File: config.mk
export PLATFORM = sky130hd
export DESIGN_NAME = pixel_mux_flat
export DESIGN_NICKNAME = d
export VERILOG_FILES = /design/src/hw/text_pkg.sv /design/src/hw/tile_wr_if.sv /design/src/hw/pixel_mux.sv /design/src/flat_wrapper.sv
export SDC_FILE = /design/constraint.sdc
export NUM_CORES = 1
export LEC_CHECK = 0
export BUFFER_PORTS_ARGS = -buffer_cell sky130_fd_sc_hd__buf_4
export CORE_AREA = 3 3 40 42
export DETAILED_ROUTE_END_ITERATION = 10
export DIE_AREA = 0 0 43 45
export PLACE_DENSITY = 0.51
export SETUP_SLACK_MARGIN = 0.1
export SYNTH_ARGS = -nofsm -noshare
export SYNTH_HDL_FRONTEND = slang
export SYNTH_SLANG_ARGS = --single-unit
File: constraint.sdc
create_clock -name clk -period 0.85 [get_ports clk]
set_input_delay 0.1275 -clock clk [delete_from_list [all_inputs] [get_ports clk]]
set_output_delay 0.1275 -clock clk [all_outputs]
set_load 0.005 [all_outputs]
File: src/hw/text_pkg.sv
// text screen package: screen geometry, command opcodes and the hex digit font
`default_nettype none

package text_pkg;

   // 640x480 raster split into 8x8 tiles
   localparam int coord_w = 10;
   localparam int glyph_w = 3;
   localparam int tile_px = 8;
   localparam int tile_cols = 80;
   localparam int tile_rows = 60;
   localparam int col_w = 7;
   localparam int row_w = 6;
   localparam int code_w = 4;

   // green text on black
   localparam int rgb_w = 3;
   localparam logic [rgb_w-1:0] fg_rgb = 3'b010;
   localparam logic [rgb_w-1:0] bg_rgb = 3'b000;

   typedef enum logic [1:0] {
      op_put,
      op_right,
      op_down,
      op_home
   } cmd_op_t;

   // one glyph per code, row 0 in the top byte, msb is the leftmost pixel
   localparam logic [63:0] font_table [16] = '{
      // digits 0 to 7
      64'h3C666E7666663C00,
      64'h1838181818187E00,
      64'h3C66060C30607E00,
      64'h3C66061C06663C00,
      64'h0C1C3C6C7E0C0C00,
      64'h7E607C0606663C00,
      64'h3C607C6666663C00,
      64'h7E060C1830303000,
      // digits 8 and 9, then A to F
      64'h3C66663C66663C00,
      64'h3C66663E060C3800,
      64'h183C66667E666600,
      64'h7C66667C66667C00,
      64'h3C66606060663C00,
      64'h786C6666666C7800,
      64'h7E60607C60607E00,
      64'h7E60607C60606000
   };

endpackage

`default_nettype wire

File: src/hw/tile_wr_if.sv
// tile write interface: cursor position plus tile write strobe and code
`default_nettype none
`timescale 1ns/1ps

interface tile_wr_if
   import text_pkg::*;
   ();

   logic [col_w-1:0]  col;
   logic [row_w-1:0]  row;
   logic              wr_en;
   logic [code_w-1:0] code;

   // command side owns the cursor and the write
   modport writer (output col, output row, output wr_en, output code);
   modport store  (input wr_en, input col, input row, input code);
   // combiner only needs the position
   modport viewer (input col, input row);

endinterface

`default_nettype wire

File: src/hw/pixel_mux.sv
// pixel combiner: cursor reverse video, blanking and the rgb output register
`default_nettype none
`timescale 1ns/1ps

module pixel_mux
   import text_pkg::*;
(
   input  wire               clk,
   input  wire               arst_n,
   tile_wr_if.viewer         cur,
   input  wire               font_bit,
   input  wire  [col_w-1:0]  tile_col_d,
   input  wire  [row_w-1:0]  tile_row_d,
   input  wire               video_on_d,
   output logic [rgb_w-1:0]  text_rgb
);

   logic cursor_on;
   logic lit;

   // live cursor position against the delayed tile
   assign cursor_on = (tile_col_d == cur.col) && (tile_row_d == cur.row);
   assign lit       = font_bit ^ cursor_on;

   always_ff @(posedge clk or negedge arst_n)
   begin
      if (!arst_n)
         text_rgb <= '0;
      else if (!video_on_d)
         // blank outside the visible area
         text_rgb <= '0;
      else
         text_rgb <= lit ? fg_rgb : bg_rgb;
   end

endmodule

`default_nettype wire

File: src/flat_wrapper.sv
// flat-port wrapper written by rule: the top's interface ports become plain ports
module pixel_mux_flat import text_pkg::*;
  (clk, arst_n, font_bit, tile_col_d, tile_row_d, video_on_d, text_rgb, cur_col, cur_row);
  tile_wr_if cur_i ();
  input  wire clk;
  input  wire arst_n;
  input  wire font_bit;
  input  wire  [col_w-1:0] tile_col_d;
  input  wire  [row_w-1:0] tile_row_d;
  input  wire video_on_d;
  output logic [rgb_w-1:0] text_rgb;
  input wire logic [$bits(cur_i.col)-1:0] cur_col;
  input wire logic [$bits(cur_i.row)-1:0] cur_row;
  assign cur_i.col = cur_col;
  assign cur_i.row = cur_row;
  pixel_mux u_core (.clk(clk), .arst_n(arst_n), .cur(cur_i), .font_bit(font_bit), .tile_col_d(tile_col_d), .tile_row_d(tile_row_d), .video_on_d(video_on_d), .text_rgb(text_rgb));
endmodule
== Word level (Yosys, flattened, before mapping) ==
Index checks and enable logic that the tools add are counted.

* Register bits after elaboration: 3
* Bits of input ports: 30
* Output and inout bits: 3

* Equality and inequality tests: 2
* Mux-type cells: 2
* Bitwise operators: 1
* Reductions and logical operators: 1

{| class="wikitable"
|+ Operator list
! operator !! count
|-
| $eq 7x7->1 || 1
|-
| $eq 6x6->1 || 1
|-
| $mux 2 || 2
|-
| $logic_and 1x1->1 || 1
|-
| $xor 1x1->1 || 1
|}

== Longest topological paths before layout ==
* Depth after elaboration: 5
* Gate-level depth with buffers: 5
* Gate-level depth less buffers: 5

== Least setup slack after synthesis ==
OpenSTA, ideal clock, no wires.

* Path kind: input-to-reg
* Start: in cur_row[2]
* End: reg u_core.text_rgb[1]
* Library setup time: 0.079 ns
* Data arrival time: 1.135 ns
* Slack: -0.364 ns
* Stages on the path: 5
* Path through: xor2_1 nor4_1 nand4_1 nor4_2 mux2i_1

* Word-level cells in the longest chain between the ends: 5

{| class="wikitable"
|+ RTL lines
! item !! line !! text
|-
| start: declaration || flat_wrapper.sv:13 || <nowiki>input wire logic [$bits(cur_i.row)-1:0] cur_row;</nowiki>
|-
| $eq 6x6->1 || pixel_mux.sv:22 || <nowiki>assign cursor_on = (tile_col_d == cur.col) && (tile_row_d == cur.row);</nowiki>
|-
| $logic_and 1x1->1 || pixel_mux.sv:22 ||
|-
| $xor 1x1->1 || pixel_mux.sv:23 || <nowiki>assign lit = font_bit ^ cursor_on;</nowiki>
|-
| $mux 2 || pixel_mux.sv:33 || <nowiki>text_rgb <= lit ? fg_rgb : bg_rgb;</nowiki>
|-
| $mux 2 || pixel_mux.sv:29 || <nowiki>else if (!video_on_d)</nowiki>
|-
| end signal: assignment || pixel_mux.sv:33 ||
|-
| end: declaration || pixel_mux.sv:15 || <nowiki>output logic [rgb_w-1:0] text_rgb</nowiki>
|}

No other way between the ends.

== Worst setup path after layout ==
* Start: in tile_col_d[2]
* End: reg u_core.text_rgb[1]

* Word-level cells in the longest chain between the ends: 5

{| class="wikitable"
|+ RTL lines
! item !! line !! text
|-
| start: declaration || flat_wrapper.sv:8 || <nowiki>input wire [col_w-1:0] tile_col_d;</nowiki>
|-
| $eq 7x7->1 || pixel_mux.sv:22 ||
|-
| $logic_and 1x1->1 || pixel_mux.sv:22 ||
|-
| $xor 1x1->1 || pixel_mux.sv:23 ||
|-
| $mux 2 || pixel_mux.sv:33 ||
|-
| $mux 2 || pixel_mux.sv:29 ||
|}

No other way between the ends.

==> flow_summary_export.csv <==
group,metric,value,unit
yosys,syn_area,215,um^2
status,status,"complete, but fails checks",
grt,grt_pass1_wl,979,um
sta,finalHoldViolCount,0,
grt,antenna_found_initial,0,
floorplanning,design.core.area,1280,um^2
route,wl_per_cell,8.42,um
final_layout,nFillCells,142,
sta,post-route-worst-setup-slack,-566,ps
place,place_congestion,0.609,
final_layout,fin_cells,69,
critical_path,crit_path_start,"tile_col_d[2]",
power,total_power,243,uW
sta,period_minus_slack,1420,ps
sta,fmax,0.706,GHz
final_layout,fin_nets,86,
route,drtIter0Drc,0,
flow_run,maxCapViolations,0,
route,remaining_drc_errors,0,
yosys,synth-warning-count,0,
final_layout,area_growth,120,%
critical_path,start_kind,"input pin",
critical_path,path_class,"input pin to flop",
critical_path,crit_slowest_cell,"nor4_2",
place,portBuffers,30,
sta,hold_ws,385,ps
floorplanning,initial_core_util,16.7,%
grt,grt_use_total,6.15,%
route,drt-total-wl,581,um
power,ir_drop,0.115,mV
sta,fin_setup_tns,-566,ps
min_path,hp-class,"input pin to flop",
critical_path,worstPathArrival,1340,ps
final_layout,top_regs,"u_core.text_rgb: 1 flops",
route,vias_per_cell,3.84,
place,dp_slack,-583,ps
critical_path,cpPeakStageDelay,320,ps
clock_tree,post_cts_buffers,0,
floorplanning,die_area,1940,um^2
grt,grt_overflow,0,
final_layout,final_common_cell,"buf_4",
final_layout,drive_gt1_share,59.3,%
sta,rsz0062_at_grt,"yes",
min_path,whs_path_depth,3,
final_layout,layout_common_cells,"buf_4, xnor2_1, xor2_1",
power,p_leak,0.226,nW
place,hpwl,553,um
yosys,syn_inst,24,
yosys,syn_avg_cell_area,8.97,um^2
yosys,yosys.cell_types.count,12,
final_layout,top_register,"u_core.text_rgb",
floorplanning,fp.dieW,43,um
critical_path,worstPathMaxFanout,1,
min_path,hold_path_end,"u_core.text_rgb[1]",
floorplanning,io_pins,33,
floorplanning,die_y,45,um
floorplanning,row_count,13,
route,drt-pass1-iter-count,1,
final_layout,largest_register_ff_count,1,
status,violations,"negative setup slack",
sta,final-setup-viol-count,1,
clock_tree,path_clk_slew,0,ps
route,ant_nets,0,
route,vias,265,
grt,grt_pass1_vias,273,
grt,grt_max_degree,3,
yosys,ys_ff_latch,1,
yosys,synth_seq_area_share,11.6,%
sta,min_period_over_period,167,%
final_layout,diodes,0,
critical_path,path_cells,"buf_6 > xor2_1 > nor4_1 > nand4_1 > nor4_2 > mux2i_1",
power,power.density,514,nW/um^2
place,place_inst,68,
sta,slew_violations,0,
min_path,min_from,"font_bit",
critical_path,end_kind,"flop",
critical_path,crit_required,770,ps
## cell type report
cell class,instances,area [um^2],share of cell area (%)
multi-input cells,22,179,37.8
flip-flops and latches,1,25.0,5.29
well taps,15,18.8,3.97
repair buffers,31,250,52.9
## how the worst max path moves through the flow
stage,end,cells past startpoint
finish,u_core.text_rgb[1],6
global route,u_core.text_rgb[1],6
CTS,u_core.text_rgb[1],6
detailed placement,u_core.text_rgb[1],6
global placement,u_core.text_rgb[1],6
floorplan,u_core.text_rgb[1],5
## critical path, delay by kind of cell
| family | cells | cell delay [ps] |
|---|---|---|
| multiplexers | 1 | 200 |
| buffers and inverters | 1 | 90 |
| XOR/XNOR | 1 | 150 |
| AND/OR/NAND/NOR | 3 | 760 |
## metrics by stage
stage	utilization, %	area [um^2]
2_1_floorplan	-	219
3_3_place_gp	34.9	448
3_5_place_dp	34.9	448
4_1_cts	35.6	458
5_1_grt	36.8	473
6_report	36.8	473
## timing repair
action | 4_1_cts | 5_1_grt
endpoints found under the setup margin | 1 | 1
hold endpoints to repair | 1 | 0
hold buffers | 1 | 0
pin swaps | 0 | 5
resized for setup | 0 | 4
## where the power goes
part	switching (mW)	internal [mW]
clock	0	0
sequential	0.000519	0.0509
combinational	0.0571	0.134
## routing by layer
layer / global-route usage, % / part of all wire, % / vias up
met5: 0 / 0 / -
met4: 0 / 0 / 0
met3: 0.797 / 20 / 0
met2: 12.6 / 47 / 22
met1: 7.18 / 33 / 107
li1: - / - / 136
## cells in the mapped netlist
library cell	n	area share, %
dfrtp_1	1	12
xor2_1	6	24
nand4_2	1	5.8
mux2i_1	1	4.7
nor4_1	1	2.9
buf_4	2	7.0
nand2b_1	1	2.9
nand4_1	1	2.9
nor4_2	1	5.8
nand2_1	1	1.7
conb_1	1	1.7
xnor2_1	7	28
## cell families after synthesis
logic type                count (synthesis)  synth area share, %
other                                     1                 1.74
buffers and inverters                     2                 6.97
DFF                                       1                 11.6
and+or+nand+nor                           6                 22.1
xor gates and xnor gates                 13                 52.9
muxes                                     1                 4.65
(Power assumes the default switching activity.)
