### src/hw/text_pkg.sv
// text screen package: screen geometry, command opcodes and the hex digit font
`default_nettype none

package text_pkg;

   // 640x480 raster split into 8x8 tiles
   localparam int coord_w = 10;
   localparam int glyph_w = 3;
   localparam int tile_px = 8;
   localparam int tile_cols = 80;
   localparam int tile_rows = 60;
   localparam int col_w = 7;
   localparam int row_w = 6;
   localparam int code_w = 4;

   // green text on black
   localparam int rgb_w = 3;
   localparam logic [rgb_w-1:0] fg_rgb = 3'b010;
   localparam logic [rgb_w-1:0] bg_rgb = 3'b000;

   typedef enum logic [1:0] {
      op_put,
      op_right,
      op_down,
      op_home
   } cmd_op_t;

   // one glyph per code, row 0 in the top byte, msb is the leftmost pixel
   localparam logic [63:0] font_table [16] = '{
      // digits 0 to 7
      64'h3C666E7666663C00,
      64'h1838181818187E00,
      64'h3C66060C30607E00,
      64'h3C66061C06663C00,
      64'h0C1C3C6C7E0C0C00,
      64'h7E607C0606663C00,
      64'h3C607C6666663C00,
      64'h7E060C1830303000,
      // digits 8 and 9, then A to F
      64'h3C66663C66663C00,
      64'h3C66663E060C3800,
      64'h183C66667E666600,
      64'h7C66667C66667C00,
      64'h3C66606060663C00,
      64'h786C6666666C7800,
      64'h7E60607C60607E00,
      64'h7E60607C60606000
   };

endpackage

`default_nettype wire

### src/hw/tile_wr_if.sv
// tile write interface: cursor position plus tile write strobe and code
`default_nettype none
`timescale 1ns/1ps

interface tile_wr_if
   import text_pkg::*;
   ();

   logic [col_w-1:0]  col;
   logic [row_w-1:0]  row;
   logic              wr_en;
   logic [code_w-1:0] code;

   // command side owns the cursor and the write
   modport writer (output col, output row, output wr_en, output code);
   modport store  (input wr_en, input col, input row, input code);
   // combiner only needs the position
   modport viewer (input col, input row);

endinterface

`default_nettype wire

### src/hw/cursor_ctrl.sv
// cursor controller: runs four-phase req/ack commands, moves the cursor, writes tiles
`default_nettype none
`timescale 1ns/1ps

module cursor_ctrl
   import text_pkg::*;
(
   input  wire               clk,
   input  wire               arst_n,
   input  wire               cmd_req,
   input  var cmd_op_t       cmd_op,
   input  wire  [code_w-1:0] cmd_data,
   output logic              cmd_ack,
   tile_wr_if.writer         wr
);

   typedef enum logic {
      st_idle,
      st_done
   } state_t;

   state_t            state;
   logic              accept;
   logic              move_pend;
   logic              wr_en_q;
   cmd_op_t           op_q;
   logic [code_w-1:0] code_q;
   logic [col_w-1:0]  cur_col;
   logic [row_w-1:0]  cur_row;

   assign accept = (state == st_idle) && cmd_req;

   always_ff @(posedge clk or negedge arst_n)
   begin
      if (!arst_n)
      begin
         state     <= st_idle;
         move_pend <= 1'b0;
         wr_en_q   <= 1'b0;
         cur_col   <= '0;
         cur_row   <= '0;
      end
      else
      begin
         wr_en_q   <= 1'b0;
         move_pend <= 1'b0;
         case (state)
            st_idle:
            begin
               if (cmd_req)
               begin
                  state     <= st_done;
                  move_pend <= 1'b1;
                  // put writes at the old position, ack rises together
                  wr_en_q   <= (cmd_op == op_put);
               end
            end
            st_done:
            begin
               if (!cmd_req)
                  state <= st_idle;
            end
            default:
               state <= st_idle;
         endcase
         // cursor moves one cycle after the accept
         if (move_pend)
         begin
            case (op_q)
               op_put, op_right:
                  cur_col <= (cur_col == col_w'(tile_cols - 1)) ? '0 : cur_col + 1'b1;
               op_down:
                  cur_row <= (cur_row == row_w'(tile_rows - 1)) ? '0 : cur_row + 1'b1;
               op_home:
               begin
                  cur_col <= '0;
                  cur_row <= '0;
               end
            endcase
         end
      end
   end

   // command payload, held for the move and the write
   always_ff @(posedge clk)
   begin
      if (accept)
      begin
         op_q   <= cmd_op;
         code_q <= cmd_data;
      end
   end

   assign cmd_ack  = (state == st_done);
   assign wr.col   = cur_col;
   assign wr.row   = cur_row;
   assign wr.wr_en = wr_en_q;
   assign wr.code  = code_q;

   a_ack_after_req: assert property (@(posedge clk) disable iff (!arst_n)
      $rose(cmd_ack) |-> $past(cmd_req));

   a_cursor_range: assert property (@(posedge clk) disable iff (!arst_n)
      (int'(cur_col) < tile_cols) && (int'(cur_row) < tile_rows));

endmodule

`default_nettype wire

### src/flat_wrapper.sv
// flat-port wrapper written by rule: the top's interface ports become plain ports
module cursor_ctrl_flat import text_pkg::*;
  (clk, arst_n, cmd_req, cmd_op, cmd_data, cmd_ack, wr_col, wr_row, wr_wr_en, wr_code);
  tile_wr_if wr_i ();
  input  wire clk;
  input  wire arst_n;
  input  wire cmd_req;
  input  var cmd_op_t cmd_op;
  input  wire  [code_w-1:0] cmd_data;
  output logic cmd_ack;
  output wire logic [$bits(wr_i.col)-1:0] wr_col;
  output wire logic [$bits(wr_i.row)-1:0] wr_row;
  output wire logic [$bits(wr_i.wr_en)-1:0] wr_wr_en;
  output wire logic [$bits(wr_i.code)-1:0] wr_code;
  assign wr_col = wr_i.col;
  assign wr_row = wr_i.row;
  assign wr_wr_en = wr_i.wr_en;
  assign wr_code = wr_i.code;
  cursor_ctrl u_core (.clk(clk), .arst_n(arst_n), .cmd_req(cmd_req), .cmd_op(cmd_op), .cmd_data(cmd_data), .cmd_ack(cmd_ack), .wr(wr_i));
endmodule
### config.mk
export PLATFORM = sky130hd
export DESIGN_NAME = cursor_ctrl_flat
export DESIGN_NICKNAME = d
export VERILOG_FILES = /design/src/hw/text_pkg.sv /design/src/hw/tile_wr_if.sv /design/src/hw/cursor_ctrl.sv /design/src/flat_wrapper.sv
export SDC_FILE = /design/constraint.sdc
export NUM_CORES = 1
export LEC_CHECK = 0
export ABC_AREA = 1
export BUFFER_PORTS_ARGS = -buffer_cell sky130_fd_sc_hd__buf_2
export CAP_MARGIN = 15
export CORE_MARGIN = 4
export CORE_UTILIZATION = 51
export DETAILED_ROUTE_END_ITERATION = 6
export GPL_TIMING_DRIVEN = 0
export PLACE_DENSITY = 0.86
export SYNTH_ARGS = -nofsm -noshare
export SYNTH_HDL_FRONTEND = slang
export SYNTH_SLANG_ARGS = --single-unit
export TNS_END_PERCENT = 100
### constraint.sdc
create_clock -name clk -period 2.53 [get_ports clk]
set_clock_uncertainty 0.1 [all_clocks]
set_input_delay 0.506 -clock clk [delete_from_list [all_inputs] [get_ports clk]]
set_output_delay 0.506 -clock clk [all_outputs]
set_load 0.005 [all_outputs]
# [Word-level counts from Yosys, hierarchy flattened]
# Index checks and enable logic that the tools add are counted.
[totals] inputBits=9 output_inout_bits=19 word_cells=31 reg_bits=22
[classes] eq_ne=5 mux=8 bitwise=1 reduce_logical=8 addsub=2
[ops] cell="7-bit case mux with 2 select lines" count=1
[ops] cell="6-bit case mux with 2 select lines" count=1
[ops] cell="7-bit by 1-bit adder with 7-bit output (second input constant)" count=1
[ops] cell="7-bit == test (second input constant)" count=1
[ops] cell="7-bit two-way mux" count=1
[ops] cell="6-bit by 1-bit adder with 6-bit output (second input constant)" count=1
[ops] cell="6-bit == test (second input constant)" count=1
[ops] cell="6-bit two-way mux" count=1
[ops] cell="2-bit == test (second input constant)" count=2
[ops] cell="2-bit zero test" count=2
[ops] cell="1-bit two-way mux" count=4
[ops] cell="2-bit AND reduction" count=2
[ops] cell="2-bit nonzero test" count=2
[ops] cell="2-bit by 1-bit == test with 1-bit output (second input constant)" count=1
[ops] cell="2-bit OR reduction" count=1
[ops] cell="1-bit logical AND" count=1
[ops] cell="1-bit NOT" count=1

# [Longest topological paths before layout]
[depth] word_depth=4 ltp_mapped=7

# [Least setup slack after synthesis]
# Ideal clock, no wire load.
[synth_timing] kind="input to register" from="in cmd_req" to="reg u_core.op_q[0] (enable)" setup_slack_ns=1.228 cell_stages=2 arrival_time_ns=0.846 path_cell_list="inv_1 > nor2_1"
[synth_via] elab_chain_len=1
[synth_rtl] item="start: declaration" line="flat_wrapper.sv:7" source="input wire cmd_req;"
[synth_rtl] item="1-bit logical AND" line="cursor_ctrl.sv:31" source="assign accept = (state == st_idle) && cmd_req;"
[synth_rtl] item="net u_core.accept" line="cursor_ctrl.sv:23" source="logic accept;"
[synth_rtl] item="end signal: assignment" line="cursor_ctrl.sv:89" source="op_q <= cmd_op;"
[synth_rtl] item="end: declaration" line="cursor_ctrl.sv:26" source="cmd_op_t op_q;"
# The timed path passes the listed nets, and every way through them passes these cells.
# A chain may end at the register's enable or synchronous reset.

# [Final worst setup path]
[layout_timing] from="reg u_core.cur_col[3] (netlist: u_core.wr.col[3])" to="out wr_col[3]"
[layout_rtl] item="start: declaration" line="cursor_ctrl.sv:28" source="logic [col_w-1:0] cur_col;"
[layout_rtl] item="start signal: assignment" line="cursor_ctrl.sv:71" source="cur_col <= (cur_col == col_w'(tile_cols - 1)) ? '0 : cur_col + 1'b1;"
[layout_rtl] item="end: declaration" line="flat_wrapper.sv:11" source="output wire logic [$bits(wr_i.col)-1:0] wr_col;"
# No word-level cell between the ends.

==> impl_metrics.csv <==
group,metric,value,unit
clocking,clock_sinks,22,
worst_setup_path,critPathSlowestCell,"dfrtp_1",
timing,holdWs,0.224,ns
yosys,seq_area_frac_synth,56.0,%
worst_setup_path,required,1.92,ns
layout,layout-drive-gt1-share,25.7,%
timing,setup_tns,0,ns
clocking,clkTransAtPathRegs,0.12,ns
status,status,"finished clean",
grt,grt_max_degree,17,
timing,hold_viol_final,0,
power_and_ir_drop,pwr-share-comb,13.7,%
yosys,avgSynthCellArea,8.93,sq um
yosys,syn_inst,116,
drt,antenna_left,0,
worst_setup_path,cp-end-kind,"output port",
clocking,cts.path.max_buffers,2,
job,maxCapViolCount,0,
power_and_ir_drop,leakagePower,0.648,nW
worst_setup_path,path_delay_family,"flip-flops",
placed_design,port_buffers,27,
worst_setup_path,crit_path_cell_trace,"buf_2",
clocking,cts_tree,"built",
layout,final_core_util,64.4,%
placed_design,placed_area,0.00120,sq mm
worst_setup_path,critPathKind,"flip-flop to output port",
yosys,syn_nets,127,
grt,grt.total_usage,15.3,%
placed_design,place.gp.congestion,0.859,
floorplan,core,0.00194,sq mm
power_and_ir_drop,pwr-share-seq,59.8,%
grt,grt-ovfl-total,0,
power_and_ir_drop,swShare,26.1,%
layout,layout-area-overhead-vs-synth,20.8,%
worst_setup_path,arrival,0.91,ns
yosys,synth_seq_cells,22,
worst_setup_path,cp_max_fo,7,
timing,timing.final.crit_share,60.1,%
clocking,ctsRootBufferMaster,"clkbuf_4",
drt,routedWlPerCell,11.1,um
grt,grt_pass1_vias,705,
worst_setup_path,path_buf_inv,1,
floorplan,die-area,0.00282,sq mm
worst_setup_path,critPathMaxStageDelay,0.46,ns
power_and_ir_drop,clkPwrFrac,26.5,%
floorplan,start_util,53.4,%
timing,slew_violations,0,
yosys,synth_top_area_share,38.6,%
grt,antenna_found_initial,0,
yosys,synth_top_cell_by_area,"dfrtp_1",
drt,vias,843,
layout,fillers,172,
drt,firstDrtPassIters,5,
yosys,synthDistinctLibCells,19,
grt,grt_pass1_wl,3090,um
worst_setup_path,crit_path_start_kind,"flip-flop",
floorplan,die_w,53.1,um
clocking,h-tree-depth,1,
yosys,synth_area_leaders,"dfrtp_1 39%, edfxtp_1 17%, nand2_1 12%",
min_path,min_path_type,"primary input to flip-flop",
floorplan,die_h,53.1,um
timing,fin_crit,1.52,ns
timing,relSlewSlack,65.6,%
clocking,cts_resized,0,
timing,clock.fmax,658,MHz
placed_design,place_hpwl,1490,um
clocking,cts_made_buffers,3,
timing,rsz0062_at_grt,"no",
layout,regArea,581,sq um
layout,multi_input_area,399,sq um
layout,diodes,0,
layout,stdcell_area,0.00125,sq mm
layout,nets,160,
yosys,syn_area,0.00104,sq mm
clocking,clock_latency,0.30,ns
power_and_ir_drop,peakVddDrop,411,uV
floorplan,io_pins,28,
yosys,ys.warnings.count,0,
power_and_ir_drop,power_switching,0.187,mW
drt,finalWirelength,1940,um
drt,vias_per_cell,4.82,
drt,first_iter_violations,19,
power_and_ir_drop,power_density,572,mW/mm^2
drt,drcViolationCount,0,
floorplan,row_count,16,
timing,tightest_slew,0.514,ns
power_and_ir_drop,p_int,0.529,mW
timing,finalSetupViolations,0,
[cell families (layout without fill, tap and decap cells)]
group,Yosys count,in the layout,synth area share [%]
AO/OA/AOI/OAI,3,3,2.17
XOR/XNOR,4,4,3.38
adder cells (fa/ha/maj),2,2,2.42
buffers and inverters,15,47,5.43
flip-flops,22,22,56.0
multiplexers,1,1,0.966
AND/OR/NAND/NOR,69,69,29.6
[power by group through the flow]
| stage | Combinational (mW) | Clock (mW) | Sequential, mW |
|---|---|---|---|
| final | 0.0983 | 0.189 | 0.428 |
| after global routing | 0.113 | 0.208 | 0.433 |
| after CTS | 0.0999 | 0.196 | 0.427 |
| after floorplan | 0.0489 | 0 | 0.433 |
| after global placement | 0.0953 | 0 | 0.433 |
| after detailed placement | 0.0989 | 0 | 0.435 |
[worst paths after layout]
| check | start | end | slack (ns) | depth (start not counted) |
|---|---|---|---|---|
| worst min-delay path | cmd_req | u_core.cmd_ack$_DFF_PN0_ | 0.22 | 1 |
| worst max-delay path | u_core.wr.col[3]$_DFFE_PN0P_ | wr_col[3] | 1.01 | 1 |
| min in group asynchronous | arst_n | u_core.wr.col[3]$_DFFE_PN0P_ | 0.53 | 2 |
| max in group asynchronous | arst_n | u_core.wr.row[4]$_DFFE_PN0P_ | 1.54 | 2 |
| worst max register to register | u_core.wr.col[1]$_DFFE_PN0P_ | u_core.wr.col[6]$_DFFE_PN0P_ | 1.13 | 6 |
| worst min register to register | u_core.cmd_ack$_DFF_PN0_ | u_core.wr.wr_en$_DFF_PN0_ | 0.37 | 1 |
[area by class of cell]
class | instances | area share (%)
repair buffers | 28 | 11.6
inverters | 15 | 4.50
clock buffers | 4 | 2.90
flip-flops and latches | 22 | 46.4
well taps | 27 | 2.70
multi-input cells | 79 | 31.9
[per-layer routing]
metal	global-route usage [%]	vias to the layer above	wire (um)
li1	-	432	-
met1	20.1	378	856
met2	25.4	29	944
met3	2.54	4	117
met4	5.11	0	19
met5	0	-	0
[synthesized netlist by cell type]
| library cell | count |
|---|---|
| edfxtp_1 | 6 |
| xor2_1 | 3 |
| nand2_4 | 1 |
| nor4_1 | 1 |
| nand3b_1 | 1 |
| inv_1 | 15 |
| xnor2_1 | 1 |
| dfrtp_1 | 16 |
| nor2_2 | 3 |
| nor2_4 | 1 |
| a21oi_2 | 1 |
| nor2_1 | 14 |
| a22o_1 | 1 |
| nand2_2 | 1 |
| nand3_1 | 13 |
| nand2_1 | 34 |
| ha_1 | 2 |
| o21ai_0 | 1 |
| mux2i_1 | 1 |
[registers in the layout (all words and copies together) (netlist names)]
signal	count
u_core.cmd_ack	1
u_core.wr.code	4
u_core.op_q	2
u_core.wr.wr_en	1
u_core.wr.row	6
u_core.move_pend	1
u_core.wr.col	7
[cells in the final DEF (no fill, tap or decap), drive strengths merged]
cell | synthesis | routed
clkbuf | 0 | 4
a21oi | 1 | 1
nand3 | 13 | 13
buf | 0 | 27
xnor2 | 1 | 1
dfrtp | 16 | 16
nor2 | 18 | 18
a22o | 1 | 1
o21ai | 1 | 1
inv | 15 | 15
mux2i | 1 | 1
edfxtp | 6 | 6
ha | 2 | 2
nand3b | 1 | 1
dlygate4sd3 | 0 | 1
nor4 | 1 | 1
nand2 | 36 | 36
xor2 | 3 | 3
[stage by stage]
step	power, mW	std cells	setup slack, ns
floorplan	0.482	116	1.23
global placement	0.528	170	1.07
detailed placement	0.534	170	0.987
CTS	0.723	175	0.998
global route	0.753	175	0.957
finish	0.716	175	1.01
[timing repair]
item / in CTS / in global routing
hold buffers: 1 / 0
buffers inserted: 0 / 0
endpoints found under the hold margin: 9 / 0
Note: power is estimated with default switching activity, not from simulation.
